--- src/common/soc_pkg.sv ---
// All bus addresses are word addresses; byte lane selection is carried in bytesel only
package soc_pkg;

    localparam int addr_width    = 19;   // Byte address bits 19..1
    localparam int data_width    = 16;
    localparam int io_addr_width = 15;   // I/O byte address bits 15..1
    localparam int num_leds      = 8;

    // Target depths in words
    localparam int bios_words = 8192;    // 16 KiB shadow
    localparam int ram_words  = 4096;

    // Overlay window FC000h..FFFFFh, as a word address
    localparam logic [addr_width-1:0] bios_base = 19'h7e000;

    // I/O ports, word addresses
    localparam logic [io_addr_width-1:0] leds_port      = 15'h7fff; // FFFEh
    localparam logic [io_addr_width-1:0] bios_ctrl_port = 15'h7ff6; // FFECh

    // Request fields, held stable while access is high
    typedef struct packed {
        logic [addr_width-1:0] addr;
        logic [data_width-1:0] wdata;
        logic                  wr_en;
        logic [1:0]            bytesel;  // Bit 0 is the low byte
    } bus_req_t;

    // Target answer, rdata is zero unless ack is set
    typedef struct packed {
        logic                  ack;
        logic [data_width-1:0] rdata;
    } bus_rsp_t;

endpackage

--- src/hw/io_decoder.sv ---
// Every unmapped I/O port is acked one cycle after access and reads as zero
`timescale 1ns/100ps

module io_decoder (
    input  logic                              clk,
    input  logic                              arst_n,
    input  logic                              io_access,
    input  logic [soc_pkg::io_addr_width-1:0] io_addr,
    output logic                              leds_sel,
    output logic                              bios_ctrl_sel,
    input  soc_pkg::bus_rsp_t                 regs_rsp,
    output soc_pkg::bus_rsp_t                 io_rsp
);

    logic default_sel;
    logic default_ack;

    // Register selects, qualified by io_access in io_regs
    always_comb begin
        leds_sel      = 1'b0;
        bios_ctrl_sel = 1'b0;
        default_sel   = 1'b0;

        case (io_addr)
            soc_pkg::leds_port: begin
                leds_sel = 1'b1;
            end
            soc_pkg::bios_ctrl_port: begin
                bios_ctrl_sel = 1'b1;
            end
            default: begin
                default_sel = io_access;
            end
        endcase
    end

    // Default responder
    always_ff @(posedge clk or negedge arst_n) begin
        if (!arst_n) begin
            default_ack <= 1'b0;
        end else begin
            default_ack <= default_sel && !default_ack;   // Single pulse per access
        end
    end

    // Default responder never returns data
    assign io_rsp.ack   = regs_rsp.ack | default_ack;
    assign io_rsp.rdata = regs_rsp.rdata;

endmodule

--- config.mk ---
export PLATFORM = sky130hd
export DESIGN_NAME = io_decoder
export DESIGN_NICKNAME = d
export VERILOG_FILES = /design/src/common/soc_pkg.sv /design/src/hw/io_decoder.sv
export SDC_FILE = /design/constraint.sdc
export NUM_CORES = 1
export LEC_CHECK = 0
export ABC_CLOCK_PERIOD_IN_PS = 1200
export BUFFER_PORTS_ARGS = -buffer_cell sky130_fd_sc_hd__buf_2
export CAP_MARGIN = 40
export CELL_PAD_IN_SITES_DETAIL_PLACEMENT = 2
export CELL_PAD_IN_SITES_GLOBAL_PLACEMENT = 2
export CORE_ASPECT_RATIO = 1.1
export CORE_UTILIZATION = 10
export DETAILED_ROUTE_END_ITERATION = 12
export PLACE_DENSITY = 0.95
export SLEW_MARGIN = 20
export SYNTH_ARGS = -nofsm -noshare
export SYNTH_HDL_FRONTEND = slang
export SYNTH_SLANG_ARGS = --single-unit
--- constraint.sdc ---
create_clock -name clk -period 1.2 [get_ports clk]
set_input_delay 0 -clock clk [delete_from_list [all_inputs] [get_ports clk]]
set_output_delay 0 -clock clk [all_outputs]
set_load 0.02 [all_outputs]
# After elaboration in Yosys (flattened, before gate mapping)
# Cells that the tools add are included.
# op_classes
n_addsub,0
multipliers,0
div_mod_pow,0
magnitude_cmp,0
eq_ne,2
n_shift,0
muxes,3
bitwise,1
n_reduce_logical,3
# op_table
operator,count
"15-bit equality test, second input constant",2
1-bit 2-to-1 mux,3
2-bit OR reduction,1
1-bit logical AND,1
1-bit logical NOT,1
1-bit bitwise OR,1
# totals
reg_bits,1
latchBits,0
ram_bits,0
mem_bits_ro,0
out_inout_bits,19
word_cells,10
n_memories,0

# Depth between registers and ports, before layout
# Gate-level depths: netlist (run 1).
# depth
depth_word,4
ltp_mapped,3
mapped_depth_nobuf,3

# Worst setup path before layout (run 1)
# Ideal clock, no wire load.
# synth_timing
kind,in2out
start,input io_addr[1] (netlist name)
end,output bios_ctrl_sel
arrival_time_ns,0.783
path_slack_ns,0.417
path_stages,3
path_buffers,0
cell_sequence,nand4_1 nor4_2 nor3b_2
# synth_between
elab_chain_cells,2
# synth_rtl
element,line,source
start: declaration,io_decoder.sv:8,"input logic [soc_pkg::io_addr_width-1:0] io_addr,"
15-bit equality test,io_decoder.sv:24,case (io_addr)
1-bit 2-to-1 mux,io_decoder.sv:24,
end: declaration,io_decoder.sv:10,"output logic bios_ctrl_sel,"
# Every way passes these cells.

# Worst setup path after layout (run 1)
# Same ends and word-level chain as after synthesis.

==> impl_metrics.yaml, run 1 <==
floorplanning:
  start_util: 0.109
  die_width_um: 47.3
  dieArea_mm2: 0.00245
  die_h_um: 51.8
  rows: 17
  core_area_mm2: 0.00206
  pin_count: 54
clock_network:
  clk_latency_ns: 0
  cts_resized: 0
  postCtsHoldBufs: 1
  cts_setup_buffers: 0
power_and_ir_drop:
  total_power_uw: 89.8
  power_leakage_uw: 0.000124
  peakVddDrop_mv: 0.100
  p_per_area_mw_per_mm2: 352
synth:
  synth_nets: 63
  synth_seq_cells: 1
  synthCells: 28
  yosysSeqAreaShare: 0.111
  syn_avg_cell_area_um2: 8.04
  ys_types: 12
  syn_area_um2: 225
  yosysWarnings: 0
timing:
  min_period_ns: 0.990
  fin_crit_sh: 0.825
  rsz0062_at_grt: "no"
  setup_tns_ns: 0
  fin_skew_ns: 0
  max_freq_mhz: 1010
  holdWs_ns: 0.00000882
  maxSlewViolCount: 0
  slew_headroom: 0.770
  worstMarginPinSlew_ns: 0.343
  final_hold_viol_count: 0
  setup_viol: 0
setup_path:
  required_ns: 1.20
  worstSetupPathType: "input port to output pin"
  crit_path_end_kind: "output pin"
  cp_max_fo: 3
  worstRegToRegCells: 2
  critPathArrivalTime_ns: 0.99
  cp-start-kind: "input port"
global_route:
  grt_usage: 0.0552
  overflow: 0
  grt_pass1_wl_um: 945
  grt_max_degree: 4
  grt_pass1_vias: 224
  antenna_found_initial: 0
layout:
  multi_input_area_um2: 80.1
  regArea_um2: 25.0
  areaGrowthSynthToFinish_pct: 13.3
  largest_reg_flops: 1
  drive_gt1_frac: 0.735
  reg_top3: "default_ack (1)"
  fillers: 257
  layout_common_cells: "21 x buf_2, 2 x nand4_1"
  final_common_cell: "buf_2"
  diodes: 0
  nets: 71
  regMostFlops: "default_ack"
route:
  routed_wl_um: 716
  drcViolationCount: 0
  initialDrtViolationCount: 0
  avgViaCountPerCell: 3.15
  first_pass_iters: 1
  routedWlPerCell_um: 11.5
  num_vias: 195
  ant_nets: 0
place:
  gp_congestion: 0.559
  portBuffers: 21
min_path:
  worstHoldPathCells: 0
  holdCritPathClass: "input port to output pin"
run_status:
  status: "completed"
job:
  maxCapViolCount: 0
==> cell type report <==
| cell class | instances | area share |
|---|---|---|
| well taps | 28 | 0.137 |
| repair buffers | 22 | 0.451 |
| flip-flops and latches | 1 | 0.0980 |
| multi-input cells | 11 | 0.314 |
==> Yosys cell counts (all sizes together) <==
master | count | area [um2]
buf | 16 | 120
nand4 | 2 | 12.5
a21oi | 1 | 5.00
and3 | 1 | 7.51
dfrtp | 1 | 25.0
nand2 | 1 | 3.75
nand2b | 1 | 6.26
nand3 | 1 | 5.00
nor3b | 1 | 12.5
nor4 | 1 | 12.5
or2 | 1 | 6.26
xnor2 | 1 | 8.76
==> stage by stage <==
step / worst slack, ns / cell area, um2 / std cells / utilization
finish: 0.210 / 255 / 62 / 0.124
detailed placement: 0.184 / 245 / 61 / 0.119
global placement: 0.293 / 245 / 61 / 0.119
global route: 0.117 / 255 / 62 / 0.124
floorplan: 0.417 / 225 / 28 / -
CTS: 0.183 / 255 / 62 / 0.124
==> critical path, stage by stage <==
cell     delay (ns)
buf_2          0.08
nand4_1        0.11
nor4_2         0.40
nor3b_2        0.21
buf_2          0.18
==> report_power, final <==
part / total (uW) / switching (uW) / internal [uW]
logic: 52.5 / 21.5 / 31.0
clock network: 0 / 0 / 0
registers: 37.3 / 0.714 / 36.6
total: 89.8 / 22.2 / 67.6
==> per-layer routing <==
layer | up-vias | wire length (um) | track usage
met4 | 0 | 0 | 0.00952
met1 | 89 | 181 | 0.0251
met5 | - | 0 | 0
met2 | 16 | 464 | 0.144
li1 | 90 | - | -
met3 | 0 | 70 | 0.0104
==> final timing paths <==
check | from | end | slack [ns]
hold / removal | regs_rsp[6] | io_rsp[6] | 0.000009
setup reg to reg | default_ack | default_ack | 0.50
hold reg to reg | default_ack | default_ack | 0.51
max in group asynchronous | arst_n | default_ack | 0.79
setup / recovery | io_addr[1] | bios_ctrl_sel | 0.21
min in group asynchronous | arst_n | default_ack | 0.32
==> cells by family (layout without fill, tap and decap cells) <==
kind of cell	after synthesis	count (layout)	synth area share
xor gates and xnor gates	1	1	0.0389
buffers and inverters	16	22	0.533
and+or+nand+nor	9	9	0.294
DFF	1	1	0.111
AOI/OAI and AO/OA	1	1	0.0222
(Power assumes the default switching activity.)
==> run 2: changes to the inputs <==
--- a/config.mk
+++ b/config.mk
@@ -5,7 +5,8 @@
 export SDC_FILE = /design/constraint.sdc
 export NUM_CORES = 1
 export LEC_CHECK = 0
-export ABC_CLOCK_PERIOD_IN_PS = 1200
+export ABC_AREA = 1
+export ABC_CLOCK_PERIOD_IN_PS = 900
 export BUFFER_PORTS_ARGS = -buffer_cell sky130_fd_sc_hd__buf_2
 export CAP_MARGIN = 40
 export CELL_PAD_IN_SITES_DETAIL_PLACEMENT = 2
==> constraint.sdc (replaced) <==
create_clock -name clk -period 0.9 [get_ports clk]
set_input_delay 0 -clock clk [delete_from_list [all_inputs] [get_ports clk]]
set_output_delay 0 -clock clk [all_outputs]
set_load 0.02 [all_outputs]
==> run 2 against run 1 <==
Die area increased by 8.0%. Power grew 35%. Synthesized cell count is 43% higher. Register-to-register slack worse by 0.30 ns. Hold slack hardly changed. Critical path depth is 3 lower. Utilization decreased by 0.21 points. First-iteration DRC count unchanged. Clock skew is the same. Sequential share of layout area fell by 0.75 points. Combinational power up 35%. Via count increased by 23%.
==> impl_metrics.yaml, run 2 <==
synth:
  synth_xor_area_frac: 0
  synthAdderAreaFrac: 0
  muxShareOfSynthArea: 0
  synth.largest_area_cell: "buf_4"
  synth_nets: 75
  synth.area.top_cells: "buf_4 49%, nand2_1 15%, nor2_1 11%"
  synthArstFlopShare: 1.00
  synth_edf_count: 0
  yosysSeqAreaShare: 0.103
  yosys.area_share.simple: 0.354
  syn_avg_cell_area_um2: 6.10
  synth_commonest_cells: "16 x buf_4, 10 x nand2_1, 7 x nor2_1, 2 x inv_1"
  synth.most_common_cell: "buf_4"
  yosysTopAreaCellShare: 0.492
  ys_types: 9
  synth_ff_type: "dfrtp_1"
  synth_top_family_by_area: "buffers and inverters"
  yosysWarnings: 0
  synthCells: 40
  synth-compound-area-share: 0.0205
  syn_area_um2: 244
  synth_seq_cells: 1
setup_path:
  rr_endpoint: "default_ack"
  cp-start-kind: "flip-flop"
  worst_path_max_delay_cell: "dfrtp_1"
  worstRegToRegCells: 3
  critPathArrivalTime_ns: 0.79
  rrSetupSlack_ns: 0.20
  crit_path_end_kind: "output pin"
  required_ns: 0.90
  cp_max_fo: 2
  worstSetupPathType: "flip-flop to output pin"
  path_cells: "or2_2 > buf_2"
  max_stage_delay_ns: 0.35
  timing.rr.start: "default_ack"
layout:
  largest_reg_flops: 1
  areaGrowthSynthToFinish_pct: 13.3
  reg_top3: "default_ack (1)"
  regMostFlops: "default_ack"
  nets: 83
  diodes: 0
  fin_util: 0.122
  fin_area_um2: 277
  fin_cells: 76
  layout_common_cells: "21 x buf_2, 10 x nand2_1, 7 x nor2_1, 2 x inv_1"
  drive_gt1_frac: 0.522
  final_common_cell: "buf_2"
floorplanning:
  pin_count: 54
  die_h_um: 53.8
  die_width_um: 49.1
  rows: 18
  core_area_mm2: 0.00227
  dieArea_mm2: 0.00264
  start_util: 0.107
route:
  initialDrtViolationCount: 0
  met2_length_um: 326
  drcViolationCount: 0
  drt-met1-wl_um: 147
  routed_wl_um: 563
  routedWlPerCell_um: 7.41
  avgViaCountPerCell: 3.16
  ant_nets: 0
  first_pass_iters: 1
  route.met3.wl_um: 89
  num_vias: 240
  top_layer_used: "met3"
global_route:
  grt_pass1_vias: 251
  grt_usage: 0.0406
  grt_max_degree: 4
  grt_pass1_wl_um: 890
  antenna_found_initial: 0
  overflow: 0
clock_network:
  clk_pin_slew_worst_paths_ns: 0
  clk_latency_ns: 0
power_and_ir_drop:
  peakVddDrop_mv: 0.157
  power_leakage_uw: 0.000146
  p_per_area_mw_per_mm2: 438
min_path:
  hold_path_end: "io_rsp[6]"
  worstHoldPathCells: 0
  holdCritPathClass: "input port to output pin"
  hp-start: "regs_rsp[6]"
timing:
  max_freq_mhz: 1260
  maxSlewViolCount: 0
  setup_viol: 0
  fin_crit_sh: 0.883
  min_period_ns: 0.795
  fin_skew_ns: 0
  rsz0062_at_grt: "no"
  worstMarginPinSlew_ns: 0.132
  slew_headroom: 0.912
  setup_tns_ns: 0
  setup_slack_ns: 0.105
  final_hold_viol_count: 0
place:
  portBuffers: 21
  gp_congestion: 0.623
  place_area_um2: 267
  place_inst: 75
  dp_slack_ns: 0.101
run_status:
  status: "completed"
job:
  maxCapViolCount: 0
## run 2: worst max-delay path by stage
| stage | from | end | slack, ns | depth (start not counted) |
|---|---|---|---|---|
| final | default_ack | io_rsp[16] | 0.11 | 2 |
| after global routing | default_ack | io_rsp[16] | 0.09 | 2 |
| after CTS | default_ack | io_rsp[16] | 0.10 | 2 |
| after detailed placement | default_ack | io_rsp[16] | 0.10 | 2 |
| after global placement | default_ack | io_rsp[16] | 0.11 | 2 |
| after floorplan | default_ack | io_rsp[16] | 0.21 | 1 |
## run 2: repair_timing
action | in CTS | in global routing
resized for setup | 0 | 0
endpoints found under the hold margin | 1 | 0
buffers inserted | 0 | 0
hold buffers | 1 | 0
## run 2: power by group
| group | switching, uW | total [uW] | internal, uW |
|---|---|---|---|
| combinational | 29.1 | 70.8 | 41.7 |
| sequential | 1.32 | 50.2 | 48.8 |
| clock | 0 | 0 | 0 |
| total | 30.5 | 121 | 90.5 |
## run 2: critical path, delay by kind of cell, from the launching register on
| kind | cells | cell delay [ns] |
|---|---|---|
| simple gates | 1 | 0.28 |
| buf+inv | 1 | 0.16 |
| flops | 1 | 0.35 |
## run 2: cell type report
| class | count | area [um2] |
|---|---|---|
| sequential | 1 | 25.0 |
| tap | 30 | 37.5 |
| inverter | 2 | 7.51 |
| fill | 286 | 2000 |
| timing repair buffer | 22 | 115 |
| multi-input combinational | 21 | 91.3 |
## run 2: layer usage
layer | global-route usage | vias to the layer above
met5 | 0 | -
met4 | 0.0196 | 0
met3 | 0.00847 | 0
met2 | 0.0936 | 15
met1 | 0.0314 | 109
li1 | - | 116
## run 2: per-stage QoR
stage	hold WS [ns]	total power (uW)
finish	0.00000881	121
global placement	-0.224	116
global route	0.0000292	133
CTS	0.000137	123
detailed placement	-0.223	120
floorplan	-0.296	177
## run 2: logic make-up after synthesis
kind of cell | after synthesis
and+or+nand+nor | 20
DFF | 1
AOI/OAI and AO/OA | 1
buffers and inverters | 18
