$ cat config.mk
export PLATFORM = sky130hd
export DESIGN_NAME = mem_arbiter
export DESIGN_NICKNAME = d
export VERILOG_FILES = /design/src/common/soc_pkg.sv /design/src/hw/mem_arbiter.sv
export SDC_FILE = /design/constraint.sdc
export NUM_CORES = 1
export LEC_CHECK = 0
export ABC_AREA = 1
export BUFFER_PORTS_ARGS = -buffer_cell sky130_fd_sc_hd__buf_4
export CORE_AREA = 5 5 71 73
export DETAILED_ROUTE_END_ITERATION = 8
export DIE_AREA = 0 0 76 78
export HOLD_SLACK_MARGIN = 0.08
export PLACE_DENSITY_LB_ADDON = 0.08
export SLEW_MARGIN = 30
export SYNTH_ARGS = -nofsm -noshare
export SYNTH_HDL_FRONTEND = slang
export SYNTH_SLANG_ARGS = --single-unit
$ cat constraint.sdc
create_clock -name clk -period 3.89 [get_ports clk]
set_input_delay 0.389 -clock clk [delete_from_list [all_inputs] [get_ports clk]]
set_output_delay 0.389 -clock clk [all_outputs]
set_load 0.01 [all_outputs]
$ cat src/common/soc_pkg.sv
// All bus addresses are word addresses; byte lane selection is carried in bytesel only
package soc_pkg;

    localparam int addr_width    = 19;   // Byte address bits 19..1
    localparam int data_width    = 16;
    localparam int io_addr_width = 15;   // I/O byte address bits 15..1
    localparam int num_leds      = 8;

    // Target depths in words
    localparam int bios_words = 8192;    // 16 KiB shadow
    localparam int ram_words  = 4096;

    // Overlay window FC000h..FFFFFh, as a word address
    localparam logic [addr_width-1:0] bios_base = 19'h7e000;

    // I/O ports, word addresses
    localparam logic [io_addr_width-1:0] leds_port      = 15'h7fff; // FFFEh
    localparam logic [io_addr_width-1:0] bios_ctrl_port = 15'h7ff6; // FFECh

    // Request fields, held stable while access is high
    typedef struct packed {
        logic [addr_width-1:0] addr;
        logic [data_width-1:0] wdata;
        logic                  wr_en;
        logic [1:0]            bytesel;  // Bit 0 is the low byte
    } bus_req_t;

    // Target answer, rdata is zero unless ack is set
    typedef struct packed {
        logic                  ack;
        logic [data_width-1:0] rdata;
    } bus_rsp_t;

endpackage

$ cat src/hw/mem_arbiter.sv
// Masters must hold access until ack and drop it for a cycle afterwards; data port wins ties
`timescale 1ns/100ps

module mem_arbiter (
    input  logic              clk,
    input  logic              arst_n,
    input  logic              instr_access,
    input  logic              data_access,
    input  logic              bios_enabled,
    input  soc_pkg::bus_req_t instr_req,
    input  soc_pkg::bus_req_t data_req,
    output soc_pkg::bus_rsp_t instr_rsp,
    output soc_pkg::bus_rsp_t data_rsp,
    output logic              q_access,
    output logic              bios_sel,
    output logic              ram_sel,
    output soc_pkg::bus_req_t q_req,
    input  soc_pkg::bus_rsp_t bios_rsp,
    input  soc_pkg::bus_rsp_t ram_rsp
);

    typedef enum logic [1:0] {
        grant_idle,
        grant_instr,
        grant_data
    } grant_t;

    grant_t            grant;
    soc_pkg::bus_rsp_t q_rsp;
    logic              bios_hit;

    // Unselected targets drive zero, so a plain OR merges them
    assign q_rsp = soc_pkg::bus_rsp_t'(bios_rsp | ram_rsp);

    always_ff @(posedge clk or negedge arst_n) begin
        if (!arst_n) begin
            grant <= grant_idle;
        end else begin
            case (grant)
                grant_idle: begin
                    if (data_access) begin
                        grant <= grant_data;
                    end else if (instr_access) begin
                        grant <= grant_instr;
                    end
                end
                default: begin
                    // Back to idle after every transfer so neither port starves
                    if (q_rsp.ack) begin
                        grant <= grant_idle;
                    end
                end
            endcase
        end
    end

    // Shared bus request
    always_comb begin
        case (grant)
            grant_instr: begin
                q_req         = '0;             // Fetches never write
                q_req.addr    = instr_req.addr;
                q_req.bytesel = 2'b11;          // Whole word fetch
            end
            grant_data: begin
                q_req = data_req;
            end
            default: begin
                q_req = '0;
            end
        endcase
    end

    assign q_access = (grant != grant_idle);

    // Top 16 KiB goes to the shadow while the overlay is on
    assign bios_hit = bios_enabled && (q_req.addr >= soc_pkg::bios_base);
    assign bios_sel = q_access && bios_hit;
    assign ram_sel  = q_access && !bios_hit;

    // Only the granted port sees the answer
    assign instr_rsp = (grant == grant_instr) ? q_rsp : '0;
    assign data_rsp  = (grant == grant_data) ? q_rsp : '0;

endmodule

== Yosys cells after proc, flatten, opt, wreduce, memory -nomap -nowiden ==
Index checks and enable logic that the tools add are counted.
W data, S select, Z words.

* $add $sub $neg: 0
* $mul: 0
* Div/mod/pow operators: 0
* Magnitude comparators: 1
* Equal/unequal tests: 3
* Shift operators: 0
* Muxes and demuxes: 7
* Bitwise logic cells: 1
* Reductions and logical operators: 8

{| class="wikitable"
|+ Operators by type and width
! operator !! number
|-
| $pmux W38 S2 || 1
|-
| $mux W17 || 2
|-
| $ge A19 B19 Y1 const B || 1
|-
| $or A17 B17 Y17 || 1
|-
| $mux W2 || 4
|-
| $reduce_bool A2 Y1 || 2
|-
| $logic_and A1 B1 Y1 || 3
|-
| $ne A3 B3 Y1 const B || 1
|-
| $eq A2 B1 Y1 const B || 1
|-
| $eq A2 B2 Y1 const B || 1
|-
| $logic_not A2 Y1 || 1
|-
| $reduce_and A2 Y1 || 1
|-
| $logic_not A1 Y1 || 1
|}

* Register bits: 2
* Latch bits: 0
* Memory bits (writable): 0
* Memory bits (read-only): 0
* Bits of input ports: 115
* Output and inout port bits: 75
* Word-level logic and storage cells: 21
* Memories kept: 0

== Longest topological paths before layout ==
Gate-level depths: netlist of the first run.

* Depth in word-level cells: 6
* Depth in mapped cells: 9
* Depth with buffers taken out: 8

== Least setup slack after synthesis of the first run ==
No wires, ideal clock.

* Path kind: reg2out
* From: register grant[0]
* To: output port data_rsp[10] (netlist name)
* Arrival: 1,244 ps
* Required time: 3,501 ps
* Path slack: 2,257 ps
* Cell stages (with the launch flop): 7
* Path buffers: 2
* Path through: dfrtp_1 > inv_1 > ha_1 > buf_6 > inv_2 > buf_2 > a21oi_1

{| class="wikitable"
|+ RTL lines
! what !! RTL line !! source
|-
| start: declaration || mem_arbiter.sv:28 || <nowiki>grant_t grant;</nowiki>
|-
| start signal: assignment || mem_arbiter.sv:37 || <nowiki>grant <= grant_idle;</nowiki>
|-
| start signal: assignment || mem_arbiter.sv:42 || <nowiki>grant <= grant_data;</nowiki>
|-
| start signal: assignment || mem_arbiter.sv:44 || <nowiki>grant <= grant_instr;</nowiki>
|-
| end: declaration || mem_arbiter.sv:13 || <nowiki>output soc_pkg::bus_rsp_t data_rsp,</nowiki>
|}

==> qor.yml, run 1 <==
crit_chain: "inv_1, ha_1, buf_4, nand2_1, a21oi_1, buf_4"
first_pass_iters: 4
grt_pass1_vias: 1640
top_regs: "grant x2"
hold_viol_final: 0
fin_worst_skew_ns: 0.0007999
finalSetupTns_ns: 0
tightest_slew_ns: 0.7500
clock_path_buffers: 2
arrival_ns: 2.10
cts.clk_slew.worst_paths_ns: 0.03
met1_usage_pct: 19.05
regMostFlops: "grant"
antenna_found_initial: 0
drt-total-wl_um: 5451
design.die.area_um2: 5928
regToRegSetupSlack_ns: 2.65
holdPathStages: 3
area_delta_synth_final_pct: 136.8
wl_per_cell_um: 12.80
ys.flop_type: "dfrtp_1"
r2r_cells: 6
min_period_ns: 2.484
place.gp.congestion: 0.7761
yosys.area.top_type: "a21oi_1"
cts_tree: "built"
yosys-top-cells-count: "nand2_1 (69), inv_1 (56), a21oi_1 (53), ha_1 (4)"
root_buffer: "clkbuf_8"
synth_cells: 209
dpl-instance-area_um2: 2268
synth_async_sr_flop_share_pct: 100.0
hp-class: "in -> reg"
synth.net_count: 328
largest_reg_flops: 2
cp-start-kind: "flip-flop"
rsz0062_at_grt: "false"
maxSlewHeadroom_pct: 50.00
yosysUniqueCellTypes: 18
required_ns: 3.50
grt.total_usage_pct: 16.67
synth_edf_count: 0
p_leak_nw: 1.537
setup_viol: 0
rows: 24
ant_nets: 0
crit_path_top_delay_cell: "ha_1"
drive_gt1_share_pct: 48.93
insertion_delay_ns: 0.21
grt_pass1_wl_um: 8349
fmax_mhz: 402.5
overflow: 0
fin_area_um2: 2320
die_height_um: 78
pwr_density_cell_nw_per_um2: 314.1
ctsHtreeMaxLevel: 1
synth_area_per_cell_um2: 4.688
vdd_ir_drop_max_v: 0.0002132
synth_top_area_share_pct: 27.08
start_util_pct: 22.81
met3_usage_pct: 3.704
crit_start: "grant[0]"
vias_per_cell: 4.085
postCtsSetupBuffers: 0
end_kind: "primary output"
drv_cap: 0
min_period_over_period_pct: 63.86
drt_iter0_drc: 62
yosysSeqAreaShare_pct: 5.109
crit_path_frequent_cell: "buf_4"
endpoint: "q_req[0]"
crit_path_max_fanout: 23
grt.met2_usage_pct: 31.68
ys_seq_elements: 2
fin_nets: 495
die_w_um: 76
fillers: 469
top_usage_layer: "met2"
cpPeakStageDelay_ns: 0.64
grt_max_degree: 24
numPortBuffers: 170
dp_hpwl_um: 4573
design.core.area_um2: 4294
n_antenna_cell: 0
r2r-start: "grant[0]"
dr_total_vias: 1740
r2r-end: "grant[0]"
finalMaxSlewViolations: 0
status: "finished clean"
synth_most_common_cell: "nand2_1"
syn_area_um2: 979.7
fin_util_pct: 54.02
cts_buffers: 3
drcViolationCount: 0
crit_type: "reg -> out"
yosysWarnings: 0
ioPinCount: 190
cts.sinks: 2
yosys-top-cells-area: "a21oi_1 (27%), nand2_1 (26%), inv_1 (21%)"
==> where the power goes <==
group	internal, mW	total (mW)	switching [mW]	leakage, nW
sequential	0.0256	0.0297	0.00412	0.0257
combinational	0.291	0.619	0.328	1.49
clock	0.0653	0.0800	0.0147	0.0216
total	0.382	0.729	0.347	1.54
==> how the worst min path moves through the flow <==
stage	start	to	slack, ns
after floorplan	arst_n	grant[0]	0.09
after global placement	arst_n	grant[1]	0.17
after detailed placement	arst_n	grant[0]	0.17
after CTS	data_access	grant[1]	0.41
after global routing	data_access	grant[1]	0.44
final	data_access	grant[1]	0.40
==> kinds of logic after synthesis <==
kind of cell               share of synthesized area [%]
and+or+nand+nor                                    33.72
AOI/OAI and AO/OA                                  27.71
buffers and inverters                              28.35
adders and majority gates                          5.109
DFF                                                5.109
==> routing by layer <==
metal	wire (um)	share of wire [%]
met4	27	0.50
met3	355	6.5
met5	0	0
met2	2919	54
met1	2149	39
==> cells in the final DEF (no fill, tap or decap) <==
cell type,count
inv_1,56
or2_2,1
dfrtp_1,2
nor2_1,3
nand3_1,1
o22ai_1,1
nand2_4,1
ha_1,4
nand2_1,69
clkbuf_8,3
a21oi_1,53
inv_2,1
clkinv_1,1
dlygate4sd3_1,1
buf_4,171
nand2_2,3
nor2_2,3
==> timing repair <==
item                                   CTS  global route
gates resized for setup                  0             0
hold buffers                             1             0
setup endpoints to repair                0             0
endpoints found under the hold margin    2             0
==> final cells by class <==
class                           count  area [um^2]  area share (%)
Clock buffer                        3        41.29           1.780
Multi-Input combinational cell    139        651.9           28.10
Sequential cell                     2        50.05           2.158
Tap cell                           52        65.06           2.805
Timing Repair Buffer              172         1294           55.77
Inverter                           58        217.7           9.385
==> through the flow <==
| stage | hold WS [ns] | total power, mW | worst slack (ns) | std cells |
|---|---|---|---|---|
| after floorplan | 0.09341 | 0.3365 | 2.257 | 209 |
| after global placement | 0.1715 | 0.6512 | 1.633 | 422 |
| after detailed placement | 0.1717 | 0.6562 | 1.582 | 422 |
| after CTS | 0.4076 | 0.7411 | 1.357 | 426 |
| after global routing | 0.4445 | 0.7975 | 1.212 | 426 |
| final | 0.4028 | 0.7286 | 1.406 | 426 |
==> worst max-delay path, delay by kind of cell (launching register included) <==
kind | cells | cell delay [ns]
adder cells (fa/ha/maj) | 1 | 0.64
buffers and inverters | 3 | 0.62
flip-flops | 1 | 0.40
AO/OA/AOI/OAI | 1 | 0.13
AND/OR/NAND/NOR | 1 | 0.09
No activity file was read; power rests on OpenSTA's default activity.
==> run 2: changes to the inputs <==
Settings changed: CORE_AREA 5 5 71 73 to default, CORE_ASPECT_RATIO from default to 1.1, CORE_MARGIN from default to 5, CORE_UTILIZATION from default to 23, DIE_AREA 0 0 76 78 to default.
Clock period 3.89 ns to 2.1 ns, I/O delays scaled along.
==> run 2 against run 1 <==
Compared with the run above: clock power grew 81%; final area grew 2.6%; sequential power grew 94%; final cell count grew 1.9%; highest routed layer unchanged.
==> qor.yml, run 2 (same netlist as run 1, synthesis figures left out) <==
design.core.area_um2: 4223
maxSlewHeadroom_pct: 80.53
end_kind: "primary output"
largest_reg_flops: 2
fillers: 457
setup_viol: 0
design.die.area_um2: 5666
cts_tree: "built"
fin_util_pct: 56.36
power_frac_seq_pct: 4.2
regMostFlops: "grant"
wl_per_cell_um: 11.53
area_delta_synth_final_pct: 142.9
arrival_ns: 1.72
die_height_um: 78.45
path_buf_inv: 2
crit_chain: "inv_1, ha_1, nand2_1, nand2_1, nand2_1, nor2_2, nand2_1, nor2_2, buf_4"
cts.sinks: 2
clock_path_buffers: 2
comb_power_share_pct: 85.4
ioPinCount: 190
fin_nets: 501
stdcell_count: 434
crit_path_frequent_cell: "nand2_1"
hold_viol_final: 0
pwr_density_cell_nw_per_um2: 582.9
top_regs: "grant x2"
die_w_um: 72.23
mostFrequentLayoutCells: "buf_4 (177), nand2_1 (69), inv_1 (56), a21oi_1 (53)"
insertion_delay_ns: 0.20
numPortBuffers: 170
start_util_pct: 23.20
grt_max_degree: 21
rsz0062_at_grt: "false"
ctsHtreeMaxLevel: 1
grt_pass1_wl_um: 7410
finalSetupTns_ns: 0
hp-start: "data_access"
r2r_cells: 6
root_buffer: "clkbuf_8"
critical_path.top_delay_family: "simple AND/OR/NAND/NOR gates"
crit_path_top_delay_cell: "dfrtp_1"
status: "finished clean"
fin_worst_skew_ns: 0.0008413
swShare_pct: 46.04
drv_cap: 0
endpoint: "bios_sel"
tightest_slew_ns: 0.2916
vias_per_cell: 4.030
grt_pass1_vias: 1550
postCtsSetupBuffers: 0
drt_iter0_drc: 38
dp_hpwl_um: 4297
crit_start: "grant[1]"
power.total_mw: 1.387
p_int_mw: 0.7485
r2r-end: "grant[1]"
rows: 25
drt-total-wl_um: 5004
n_antenna_cell: 0
r2r-start: "grant[0]"
ant_nets: 0
final_common_cell: "buf_4"
cp-start-kind: "flip-flop"
placed_cells: 430
cpPeakStageDelay_ns: 0.41
finalWorstSetupSlack_ns: 0.1720
grt.total_usage_pct: 15.81
antenna_found_initial: 0
crit_path_max_fanout: 8
dr_total_vias: 1749
overflow: 0
p_sw_mw: 0.6387
min_period_ns: 1.928
regToRegSetupSlack_ns: 0.80
p_leak_nw: 1.567
fmax_mhz: 518.7
drcViolationCount: 0
drive_gt1_share_pct: 50.00
first_pass_iters: 4
vdd_ir_drop_max_v: 0.0004391
min_period_over_period_pct: 91.81
clkPwrFrac_pct: 10.5
crit_type: "reg -> out"
cts_buffers: 3
path_depth: 9
finalMaxSlewViolations: 0
required_ns: 1.89
hp-class: "in -> reg"
place.gp.congestion: 0.7985
detailedPlace.worstSlack_ns: 0.1923
cts.clk_slew.worst_paths_ns: 0.03
-- run 2: per-stage QoR --
stage / hold slack, ns / instance area (um^2)
after global routing: 0.2654 / 2380
after CTS: 0.2276 / 2370
final: 0.2314 / 2380
after global placement: -0.007429 / 2316
after detailed placement: -0.007348 / 2316
after floorplan: -0.08559 / 979.7
-- run 2: cell type report --
cell class,instances,area [um^2],area share [%]
clock buffers,3,41.29,1.735
multi-input cells,139,664.4,27.92
well taps,54,67.56,2.839
repair buffers,178,1339,56.26
flip-flops and latches,2,50.05,2.103
inverters,58,217.7,9.148
-- run 2: power groups by stage --
stage                     combinational, mW  clock, mW  sequential [mW]
after floorplan                       0.570          0           0.0538
after global placement                 1.18          0           0.0552
after detailed placement               1.19          0           0.0557
after CTS                              1.19      0.148           0.0554
after global routing                   1.30      0.156           0.0587
final                                  1.18      0.145           0.0576
-- run 2: routing by layer --
| layer | global-route usage [%] | vias up | part of all wire, % |
|---|---|---|---|
| met5 | 0 | - | 0 |
| met4 | 2.256 | 0 | 0.38 |
| met3 | 4.353 | 2 | 12 |
| met2 | 29.78 | 81 | 52 |
| met1 | 17.63 | 705 | 36 |
| li1 | - | 961 | - |
-- run 2: worst reg2reg max path, stage by stage, from the launching register on --
cell and delay [ns]:
dfrtp_1 0.40, inv_1 0.13, ha_1 0.31, nand2_1 0.08, o22ai_1 0.18, nand2_1 0.07
nand2_1 0.06
-- run 2: how the worst min path moves through the flow --
stage	depth (start not counted)	end	slack (ns)
3_5_place_dp	1	grant[1]	-0.007
3_3_place_gp	1	grant[1]	-0.007
5_1_grt	3	grant[1]	0.27
6_report	3	grant[1]	0.23
4_1_cts	3	grant[1]	0.23
2_1_floorplan	0	grant[0]	-0.09
-- run 2: repair_timing --
action                                  CTS  global route
hold buffers                              1             0
resized for setup                         1             1
endpoints found under the hold margin     2             0
endpoints found under the setup margin   11             3
