===== src/common/soc_pkg.sv =====
// All bus addresses are word addresses; byte lane selection is carried in bytesel only
package soc_pkg;

    localparam int addr_width    = 19;   // Byte address bits 19..1
    localparam int data_width    = 16;
    localparam int io_addr_width = 15;   // I/O byte address bits 15..1
    localparam int num_leds      = 8;

    // Target depths in words
    localparam int bios_words = 8192;    // 16 KiB shadow
    localparam int ram_words  = 4096;

    // Overlay window FC000h..FFFFFh, as a word address
    localparam logic [addr_width-1:0] bios_base = 19'h7e000;

    // I/O ports, word addresses
    localparam logic [io_addr_width-1:0] leds_port      = 15'h7fff; // FFFEh
    localparam logic [io_addr_width-1:0] bios_ctrl_port = 15'h7ff6; // FFECh

    // Request fields, held stable while access is high
    typedef struct packed {
        logic [addr_width-1:0] addr;
        logic [data_width-1:0] wdata;
        logic                  wr_en;
        logic [1:0]            bytesel;  // Bit 0 is the low byte
    } bus_req_t;

    // Target answer, rdata is zero unless ack is set
    typedef struct packed {
        logic                  ack;
        logic [data_width-1:0] rdata;
    } bus_rsp_t;

endpackage


===== src/hw/io_regs.sv =====
// Only the low byte lane is writable; the overlay is enabled and the LEDs are off after reset
`timescale 1ns/100ps

module io_regs (
    input  logic                         clk,
    input  logic                         arst_n,
    input  logic                         io_access,
    input  logic                         leds_sel,
    input  logic                         bios_ctrl_sel,
    input  soc_pkg::bus_req_t            io_req,
    output soc_pkg::bus_rsp_t            regs_rsp,
    output logic [soc_pkg::num_leds-1:0] leds,
    output logic                         bios_enabled
);

    logic                           start;
    logic                           ack_q;
    logic                           wr_low;
    logic [soc_pkg::data_width-1:0] rdata_q;

    assign start  = io_access && (leds_sel || bios_ctrl_sel) && !ack_q;
    assign wr_low = start && io_req.wr_en && io_req.bytesel[0];

    always_ff @(posedge clk or negedge arst_n) begin
        if (!arst_n) begin
            ack_q        <= 1'b0;
            leds         <= '0;
            bios_enabled <= 1'b1;   // Boot from the shadow
        end else begin
            ack_q <= start;
            if (wr_low && leds_sel) begin
                leds <= io_req.wdata[soc_pkg::num_leds-1:0];
            end
            if (wr_low && bios_ctrl_sel) begin
                bios_enabled <= io_req.wdata[0];
            end
        end
    end

    // Read value captured with the access
    always_ff @(posedge clk) begin
        if (start) begin
            if (leds_sel) begin
                rdata_q <= {{(soc_pkg::data_width - soc_pkg::num_leds){1'b0}}, leds};
            end else begin
                rdata_q <= {{(soc_pkg::data_width - 1){1'b0}}, bios_enabled};
            end
        end
    end

    assign regs_rsp.ack   = ack_q;
    assign regs_rsp.rdata = ack_q ? rdata_q : '0;

endmodule


===== config.mk =====
export PLATFORM = sky130hd
export DESIGN_NAME = io_regs
export DESIGN_NICKNAME = d
export VERILOG_FILES = /design/src/common/soc_pkg.sv /design/src/hw/io_regs.sv
export SDC_FILE = /design/constraint.sdc
export NUM_CORES = 1
export LEC_CHECK = 0
export BUFFER_PORTS_ARGS = -buffer_cell sky130_fd_sc_hd__buf_2
export CORE_ASPECT_RATIO = 1.2
export CORE_UTILIZATION = 38
export DETAILED_ROUTE_END_ITERATION = 12
export PLACE_DENSITY_LB_ADDON = 0.08
export SKIP_CTS_REPAIR_TIMING = 1
export SLEW_MARGIN = 25
export SYNTH_ARGS = -nofsm -noshare
export SYNTH_HDL_FRONTEND = slang
export SYNTH_SLANG_ARGS = --single-unit

===== constraint.sdc =====
create_clock -name clk -period 1.7 [get_ports clk]
set_input_delay 0.085 -clock clk [delete_from_list [all_inputs] [get_ports clk]]
set_output_delay 0.085 -clock clk [all_outputs]
set_load 0.02 [all_outputs]

# Yosys cells after proc, flatten, opt, wreduce, memory -nomap -nowiden
# Cells that the tools add are included.
word_totals:
  in_bits: 43
  ff_bits: 26
op_classes:
  mux: 2
  n_reduce_logical: 8
ops:
  columns: ["op", "count"]
  rows:
  - ["$mux 16", 1]
  - ["$logic_and 1x1->1", 6]
  - ["$logic_not 1->1", 1]
  - ["$logic_or 1x1->1", 1]
  - ["$mux 1", 1]

# Depth between registers and ports, before layout
# Gate-level depths: netlist (run 1).
logic_depth:
  depth_word: 6
  ltp_mapped: 3
  mapped_depth_nobuf: 3

# Worst setup path after synthesis (run 1)
# OpenSTA, ideal clock, no wires.
synth_path:
  path_kind: "register -> register"
  start: "reg ack_q"
  end: "reg rdata_q[0] (netlist bit), enable pin"
  stages_incl_launch_ff: 2
  arrival_ns: 1.173
  path_buffers: 0
  slack_ns: 0.139
  required_ns: 1.313
  path_cell_list: "dfrtp_1 -> nor3b_1"
synth_between:
  elab_chain_cells: 2
synth_lines:
  columns: ["element", "line", "rtl"]
  rows:
  - ["start, declared", "io_regs.sv:17", "logic ack_q;"]
  - ["start signal, assigned", "io_regs.sv:30", "ack_q <= start;"]
  - ["$logic_not 1->1", "io_regs.sv:21", "assign start = io_access && (leds_sel || bios_ctrl_sel) && !ack_q;"]
  - ["$logic_and 1x1->1", "io_regs.sv:21", null]
  - ["named net start", "io_regs.sv:16", "logic start;"]
  - ["end signal, assigned", "io_regs.sv:44", "rdata_q <= {{(soc_pkg::data_width - soc_pkg::num_leds){1'b0}}, leds};"]
  - ["end signal, assigned", "io_regs.sv:46", "rdata_q <= {{(soc_pkg::data_width - 1){1'b0}}, bios_enabled};"]
  - ["end, declared", "io_regs.sv:19", "logic [soc_pkg::data_width-1:0] rdata_q;"]
# The timed path passes the listed nets, and every way through them passes these cells.
# A chain may end at the register's enable or synchronous reset.

# Worst setup path in the final report (run 1)
layout_path:
  start: "reg ack_q"
  end: "reg leds[3] (netlist bit)"
layout_between:
  elab_chain_cells: 5
layout_lines:
  columns: ["element", "line", "rtl"]
  rows:
  - ["$logic_not 1->1", "io_regs.sv:21", null]
  - ["$logic_and 1x1->1", "io_regs.sv:21", null]
  - ["$logic_and 1x1->1 (2 in series)", "io_regs.sv:22", "assign wr_low = start && io_req.wr_en && io_req.bytesel[0];"]
  - ["$logic_and 1x1->1", "io_regs.sv:31", "if (wr_low && leds_sel) begin"]
  - ["end signal, assigned", "io_regs.sv:32", "leds <= io_req.wdata[soc_pkg::num_leds-1:0];"]
  - ["end, declared", "io_regs.sv:12", "output logic [soc_pkg::num_leds-1:0] leds,"]
# Every way passes these cells.

==> results of run 1 <==
[through the flow]
stage	std cells	hold WS, ns	instance area (um2)	utilization	setup slack, ns
after floorplan	66	-0.2106	880.8	-	0.1395
after global placement	119	-0.04836	1011	0.4827	0.3135
after detailed placement	119	-0.04717	1011	0.4827	0.2989
after CTS	123	-0.3704	1037	0.4952	0.2840
after global routing	124	0.001807	1047	0.5000	0.2424
final	124	0.01673	1047	0.5000	0.3181
[power breakdown]
group | switching [mW] | total, mW | internal (mW)
sequential | 0.0476 | 0.589 | 0.541
clock | 0.124 | 0.210 | 0.0852
combinational | 0.165 | 0.316 | 0.151
total | 0.336 | 1.11 | 0.778
[final timing paths]
| kind | startpoint | to | slack (ns) |
|---|---|---|---|
| setup / recovery | ack_q | leds[3] | 0.32 |
| hold / removal | io_req[4] | leds[1] | 0.02 |
| setup reg to reg | ack_q | leds[3] | 0.32 |
| hold reg to reg | leds[4] | leds[4] | 0.54 |
| max in group asynchronous | arst_n | bios_enabled | 1.28 |
| min in group asynchronous | arst_n | leds[7] | 0.18 |
[cells in the mapped netlist]
cell,count,share of area
and4b_2,1,0.013
edfxtp_1,8,0.28
nand2_1,1,0.0044
and2_1,7,0.051
nand2_4,1,0.013
nor3b_1,1,0.0088
buf_4,10,0.088
and2_2,8,0.070
dfstp_2,1,0.031
conb_1,1,0.0044
mux2_4,8,0.14
nor2_1,1,0.0044
mux2_2,2,0.026
dfrtp_1,9,0.26
[routing by layer]
metal	global-route usage	vias up	part of all wire
li1	-	250	-
met1	0.1258	240	0.42
met2	0.1836	25	0.51
met3	0.02013	2	0.057
met4	0.09091	0	0.0096
met5	0	-	0
[flip-flops by register name, summed over array words and instances (netlist names)]
register	flops
ack_q	1
bios_enabled	1
leds	8
rdata_q	8
[cells by family after synthesis]
logic type | synth area share
buffers and inverters | 0.08785
other | 0.004388
AND/OR/NAND/NOR | 0.1654
flip-flops | 0.5754
multiplexers | 0.1669
[final cells by class]
| class | instances | area (um2) |
|---|---|---|
| clock buffers | 3 | 22.52 |
| fillers | 206 | 1047 |
| well taps | 30 | 37.54 |
| multi-input cells | 38 | 314.1 |
| flip-flops and latches | 18 | 491.7 |
| clock inverters | 1 | 3.754 |
| repair buffers | 34 | 177.7 |
[critical path: stages (launching register included)]
cell and delay (ns):
dfrtp_1 0.48, and4b_2 0.36, nand2_4 0.12, mux2_4 0.32
==> metrics.yaml, run 1 <==
status: "finished clean"
ir_drop_mv: 0.6031
io_pins: 69
firstDrtPassIters: 2
wl_mm: 1.245
rsz0062_at_grt: "false"
syn-cell-area_um2: 854.6
antenna_found_initial: 0
core_um2: 2095
initial_utilization: 0.4080
fin_skew_ns: 0.01071
maxSlewViolCount: 0
min_path_cells: 2
die_h_um: 53.95
clock-sinks: 18
fp-row-count: 18
fin_crit_ns: 1.382
gp_congestion: 0.6684
maxCapViolCount: 0
ys_ff_latch: 18
power.total_mw: 1.114
ys_types: 14
period_share: 0.8129
setup_violations: 0
ant_nets: 0
io_buffers: 32
insertion_delay_ns: 0.29
path_clk_slew_ns: 0.10
detail_route.iter0.violations: 5
p_leak_nw: 0.5385
most-common-layout-cells: "32 x buf_2, 9 x dfrtp_1"
detail_route.wl_per_cell_um: 10.04
dieArea_um2: 2443
cts-root-buf: "clkbuf_4"
numCtsBuffers: 3
grt.total_usage: 0.1120
setup_tns_ns: 0
drc_errors: 0
fmax_mhz: 723.6
crit_path_end_kind: "flop"
ys_seq_area_frac: 0.5754
min_path_type: "input port to flop"
fin_nets: 138
h-tree-depth: 1
layout_commonest_cell: "buf_2"
hold_violations: 0
ys_warn_count: 0
cts_tree: "done"
startpoint_type: "flop"
grt_pass1_vias: 436
power_density_nw_per_um2: 1064
critPathArrivalTime_ns: 1.55
worst_r2r_path_depth: 3
syn2layout_area_growth_pct: 22.55
die_w_um: 45.29
n_antenna_cell: 0
path_max_fanout: 11
cts.path.max_buffers: 2
drive_above_1_share: 0.6064
synth.avg_cell_area_um2: 14.48
grt_pass1_wl_mm: 1.835
path_class: "flop to flop"
cp.required_ns: 1.87
grt_overflow_total: 0
viasPerCell: 4.169
syn-instance-count: 59
grt_max_degree: 12
vias: 517
Note: power is estimated with default switching activity, not from simulation.
==> run 2: changes to the inputs <==
==> constraint.sdc (replaced) <==
create_clock -name clk -period 1.4 [get_ports clk]
set_input_delay 0.07 -clock clk [delete_from_list [all_inputs] [get_ports clk]]
set_output_delay 0.07 -clock clk [all_outputs]
set_load 0.02 [all_outputs]
==> metrics.yaml, run 2 (same netlist as run 1, synthesis figures left out) <==
hold_violations: 0  # unchanged
firstDrtPassIters: 4  # +2
most-common-layout-cells: "32 x buf_2, 9 x dfrtp_1"
setup_tns_ns: 0  # unchanged
n_antenna_cell: 0  # unchanged
path_class: "flop to flop"
layout_setup_ws_ns: 0.1448  # -0.1733 ns
period_share: 0.8966  # +0.08368
clock-sinks: 18  # unchanged
crit_path_end_kind: "flop"
ir_drop_mv: 0.6484  # +7.5%
dr_wl_met3_um: 73  # +2.8%
dieArea_um2: 2443  # unchanged
path_clk_slew_ns: 0.10  # about the same
path_max_fanout: 8  # -3
die_w_um: 45.29  # unchanged
layout_commonest_cell: "buf_2"
min_path_type: "input port to flop"
fp-row-count: 18  # unchanged
grt_pass1_vias: 371  # -15%
whs_endpoint: "leds[1]"
maxCapViolCount: 0  # unchanged
r2r-end: "leds[5]"
rsz0062_at_grt: "false"
insertion_delay_ns: 0.28  # about the same
initial_utilization: 0.4080  # unchanged
ant_nets: 0  # unchanged
p_leak_nw: 0.5685  # +5.6%
cts.path.max_buffers: 2  # unchanged
hp-start: "io_req[4]"
startpoint_type: "flop"
fin_skew_ns: 0.0008031  # -0.009910 ns
viasPerCell: 3.984  # -4.4%
fin_crit_ns: 1.255  # -0.1267 ns
power_density_nw_per_um2: 1272  # +20%
grt_max_degree: 11  # -1
fin_nets: 143  # +3.6%
hold_slack_ns: 0.01389  # -0.002845 ns
maxSlewViolCount: 0  # unchanged
worstReg2RegStart: "ack_q"
grt.total_usage: 0.1038  # -0.008210
worst_r2r_path_depth: 3  # unchanged
drc_errors: 0  # unchanged
dp_slack_ns: 0.1538  # -0.1451 ns
antenna_found_initial: 0  # unchanged
min_path_cells: 2  # unchanged
setup_violations: 0  # unchanged
instances_no_fill: 129  # +4.0%
gp_congestion: 0.6899  # +3.2%
met2WireLength_um: 568  # -11%
dpl.hpwl_um: 910.8
reg.largest.list: "leds (8), rdata_q (8)"
io_buffers: 32  # unchanged
vias: 514  # -0.58%
wl_met1_um: 506  # -3.3%
core_um2: 2095  # unchanged
cts-root-buf: "clkbuf_4"
detail_route.iter0.violations: 2  # -3
drive_above_1_share: 0.6061  # about the same
critPathArrivalTime_ns: 1.43  # -0.12 ns
numCtsBuffers: 3  # unchanged
detail_route.wl_per_cell_um: 9.039  # -10%
h-tree-depth: 1  # unchanged
reg2reg_setup_slack_ns: 0.14  # -0.17 ns
status: "finished clean"
top_layer_used: "met4"
grt_overflow_total: 0  # unchanged
grt_pass1_wl_mm: 1.704  # -7.1%
syn2layout_area_growth_pct: 29.87
cts_tree: "done"
dpl.cell_count: 120  # +0.84%
die_h_um: 53.95  # unchanged
io_pins: 69  # unchanged
fillers: 209  # +1.5%
wl_mm: 1.166  # -6.3%
fmax_mhz: 796.7  # +10%
cp.required_ns: 1.58  # -0.29 ns
## run 2: cell types whose count changed in the layout (fill, tap and decap cells not counted), sizes merged
cell / change
clkinv: -1
dlygate4sd3: +4
buf: +1
clkbuf: +1
## run 2: area by class of cell
cell class              count  area, um2  share of cell area
clock buffers               4      36.28             0.03269
repair buffers             39      225.2              0.2029
well taps                  30      37.54             0.03382
flip-flops and latches     18      491.7              0.4431
multi-input cells          38      319.1              0.2875
## run 2: worst max path at each step
stage	start	end
floorplan	ack_q	leds[0]
global placement	ack_q	leds[5]
detailed placement	ack_q	leds[5]
CTS	ack_q	leds[5]
global route	ack_q	leds[3]
finish	ack_q	leds[5]
## run 2: critical path: stages (launching register included)
cell	delay [ns]
dfrtp_1	0.39
and4b_2	0.32
nand2_4	0.12
mux2_4	0.32
## run 2: power by group
part / switching, mW / total [mW] / internal [mW]
registers: 0.0518 / 0.709 / 0.658
clock network: 0.148 / 0.307 / 0.158
logic: 0.202 / 0.396 / 0.194
total: 0.402 / 1.41 / 1.01
## run 2: through the flow
| step | utilization | area (um2) | power (mW) |
|---|---|---|---|
| after floorplan | - | 885.9 | 1.003 |
| after global placement | 0.4887 | 1023 | 1.104 |
| after detailed placement | 0.4887 | 1023 | 1.112 |
| after CTS | 0.5060 | 1060 | 1.418 |
| after global routing | 0.5299 | 1110 | 1.491 |
| final | 0.5299 | 1110 | 1.412 |
## run 2: metal layers
layer	vias up	GRT usage
met1	224	0.1379
li1	264	-
met4	0	0.09091
met2	24	0.1425
met5	-	0
met3	2	0.02013
==> run 3: changes to the inputs <==
--- a/config.mk
+++ b/config.mk
@@ -8,6 +8,7 @@
 export BUFFER_PORTS_ARGS = -buffer_cell sky130_fd_sc_hd__buf_2
 export CORE_ASPECT_RATIO = 1.2
 export CORE_UTILIZATION = 38
+export CTS_BUF_LIST = sky130_fd_sc_hd__clkbuf_16
 export DETAILED_ROUTE_END_ITERATION = 12
 export PLACE_DENSITY_LB_ADDON = 0.08
 export SKIP_CTS_REPAIR_TIMING = 1
==> metrics.yaml, run 3 (same netlist as run 1, synthesis figures left out) <==
path_class: "flop to flop"
gp_congestion: 0.6899  # unchanged
fmax_mhz: 795.7  # -0.12%
die_h_um: 53.95  # unchanged
grt_pass1_wl_mm: 1.704  # unchanged
cts_tree: "done"
path_max_fanout: 8  # unchanged
startpoint_type: "flop"
antenna_found_initial: 0  # unchanged
viasPerCell: 4.016  # +0.79%
dieArea_um2: 2443  # unchanged
grt_max_degree: 11  # unchanged
h-tree-depth: 1  # unchanged
n_antenna_cell: 0  # unchanged
grt.total_usage: 0.1057  # +0.001982
ir_drop_mv: 0.8622  # +33%
vias: 502  # -2.3%
insertion_delay_ns: 0.24  # -0.04 ns
rsz0062_at_grt: "false"
most-common-layout-cells: "32 x buf_2, 9 x dfrtp_1"
numCtsBuffers: 3  # unchanged
maxCapViolCount: 0  # unchanged
power_density_nw_per_um2: 1486  # +17%
fin_skew_ns: 0.002265  # +0.001461 ns
hold_slack_ns: 0.05034  # +0.03645 ns
detail_route.iter0.violations: 5  # +3
cts.path.max_buffers: 2  # unchanged
critPathArrivalTime_ns: 1.38  # -0.05 ns
fin_nets: 139  # -2.8%
detail_route.wl_per_cell_um: 9.216  # +2.0%
min_path_type: "input port to flop"
grt_pass1_vias: 384  # +3.5%
hold_violations: 0  # unchanged
layout_commonest_cell: "buf_2"
ant_nets: 0  # unchanged
wl_mm: 1.152  # -1.2%
firstDrtPassIters: 2  # -2
drive_above_1_share: 0.6211  # +0.01499
status: "finished clean"
dpl.hpwl_um: 910.8  # unchanged
io_buffers: 32  # unchanged
fin_crit_ns: 1.257  # +0.001512 ns
grt_overflow_total: 0  # unchanged
core_um2: 2095  # unchanged
fp-row-count: 18  # unchanged
crit_path_end_kind: "flop"
period_share: 0.8976  # +0.001080
path_clk_slew_ns: 0.05  # -0.05 ns
p_leak_nw: 0.5693  # +0.15%
cp.required_ns: 1.53  # -0.05 ns
io_pins: 69  # unchanged
maxSlewViolCount: 0  # unchanged
setup_tns_ns: 0  # unchanged
die_w_um: 45.29  # unchanged
setup_violations: 0  # unchanged
clock-sinks: 18  # unchanged
initial_utilization: 0.4080  # unchanged
drc_errors: 0  # unchanged
reg.largest.list: "leds (8), rdata_q (8)"
syn2layout_area_growth_pct: 30.16
cts-root-buf: "clkbuf_16"
-- run 3: cell count changes in the layout (fill, tap and decap cells not counted) --
| cell | delta |
|---|---|
| dlygate4sd3_1 | -4 |
| clkbuf_16 | +3 |
| clkbuf_8 | -1 |
| clkbuf_4 | -3 |
| clkinv_1 | +1 |
-- run 3: report_power, final --
group	internal, mW	switching (mW)	total (mW)
Combinational	0.187	0.202	0.389
Sequential	0.660	0.0519	0.712
Clock	0.379	0.174	0.552
-- run 3: layer usage --
layer,share of wire,global-route usage
met1,0.43,0.1242
met3,0.072,0.03020
met2,0.47,0.1570
met4,0.022,0.09091
met5,0,0
-- run 3: stage by stage --
| stage | util | power (mW) | area, um2 | setup slack [ns] | cells |
|---|---|---|---|---|---|
| final | 0.5311 | 1.653 | 1112 | 0.1433 | 125 |
| after floorplan | - | 1.003 | 885.9 | 0.1139 | 66 |
| after global routing | 0.5311 | 1.730 | 1112 | 0.1016 | 125 |
| after CTS | 0.5263 | 1.670 | 1102 | 0.1388 | 124 |
| after detailed placement | 0.4887 | 1.112 | 1023 | 0.1538 | 120 |
| after global placement | 0.4887 | 1.104 | 1023 | 0.1591 | 120 |
-- run 3: area by class of cell --
class	count	area, um2
Tap cell	30	37.54
Sequential cell	18	491.7
Timing Repair Buffer	35	185.2
Fill cell	209	982.2
Multi-Input combinational cell	38	319.1
Clock inverter	1	3.754
Clock buffer	3	75.07
-- run 3: path summary, 6_finish.rpt --
| check | start | to | slack [ns] | depth (start not counted) |
|---|---|---|---|---|
| hold reg to reg | leds[2] | leds[2] | 0.53 | 1 |
| max in group asynchronous | arst_n | bios_enabled | 0.94 | 2 |
| min in group asynchronous | arst_n | leds[6] | 0.21 | 2 |
| setup reg to reg | ack_q | leds[5] | 0.14 | 3 |
| hold / removal | io_req[10] | leds[7] | 0.05 | 2 |
| setup / recovery | ack_q | leds[5] | 0.14 | 3 |
-- run 3: critical path, stage by stage, from the launching register on --
cell and delay, ns:
dfrtp_1 0.37, and4b_2 0.32, nand2_4 0.12, mux2_4 0.32
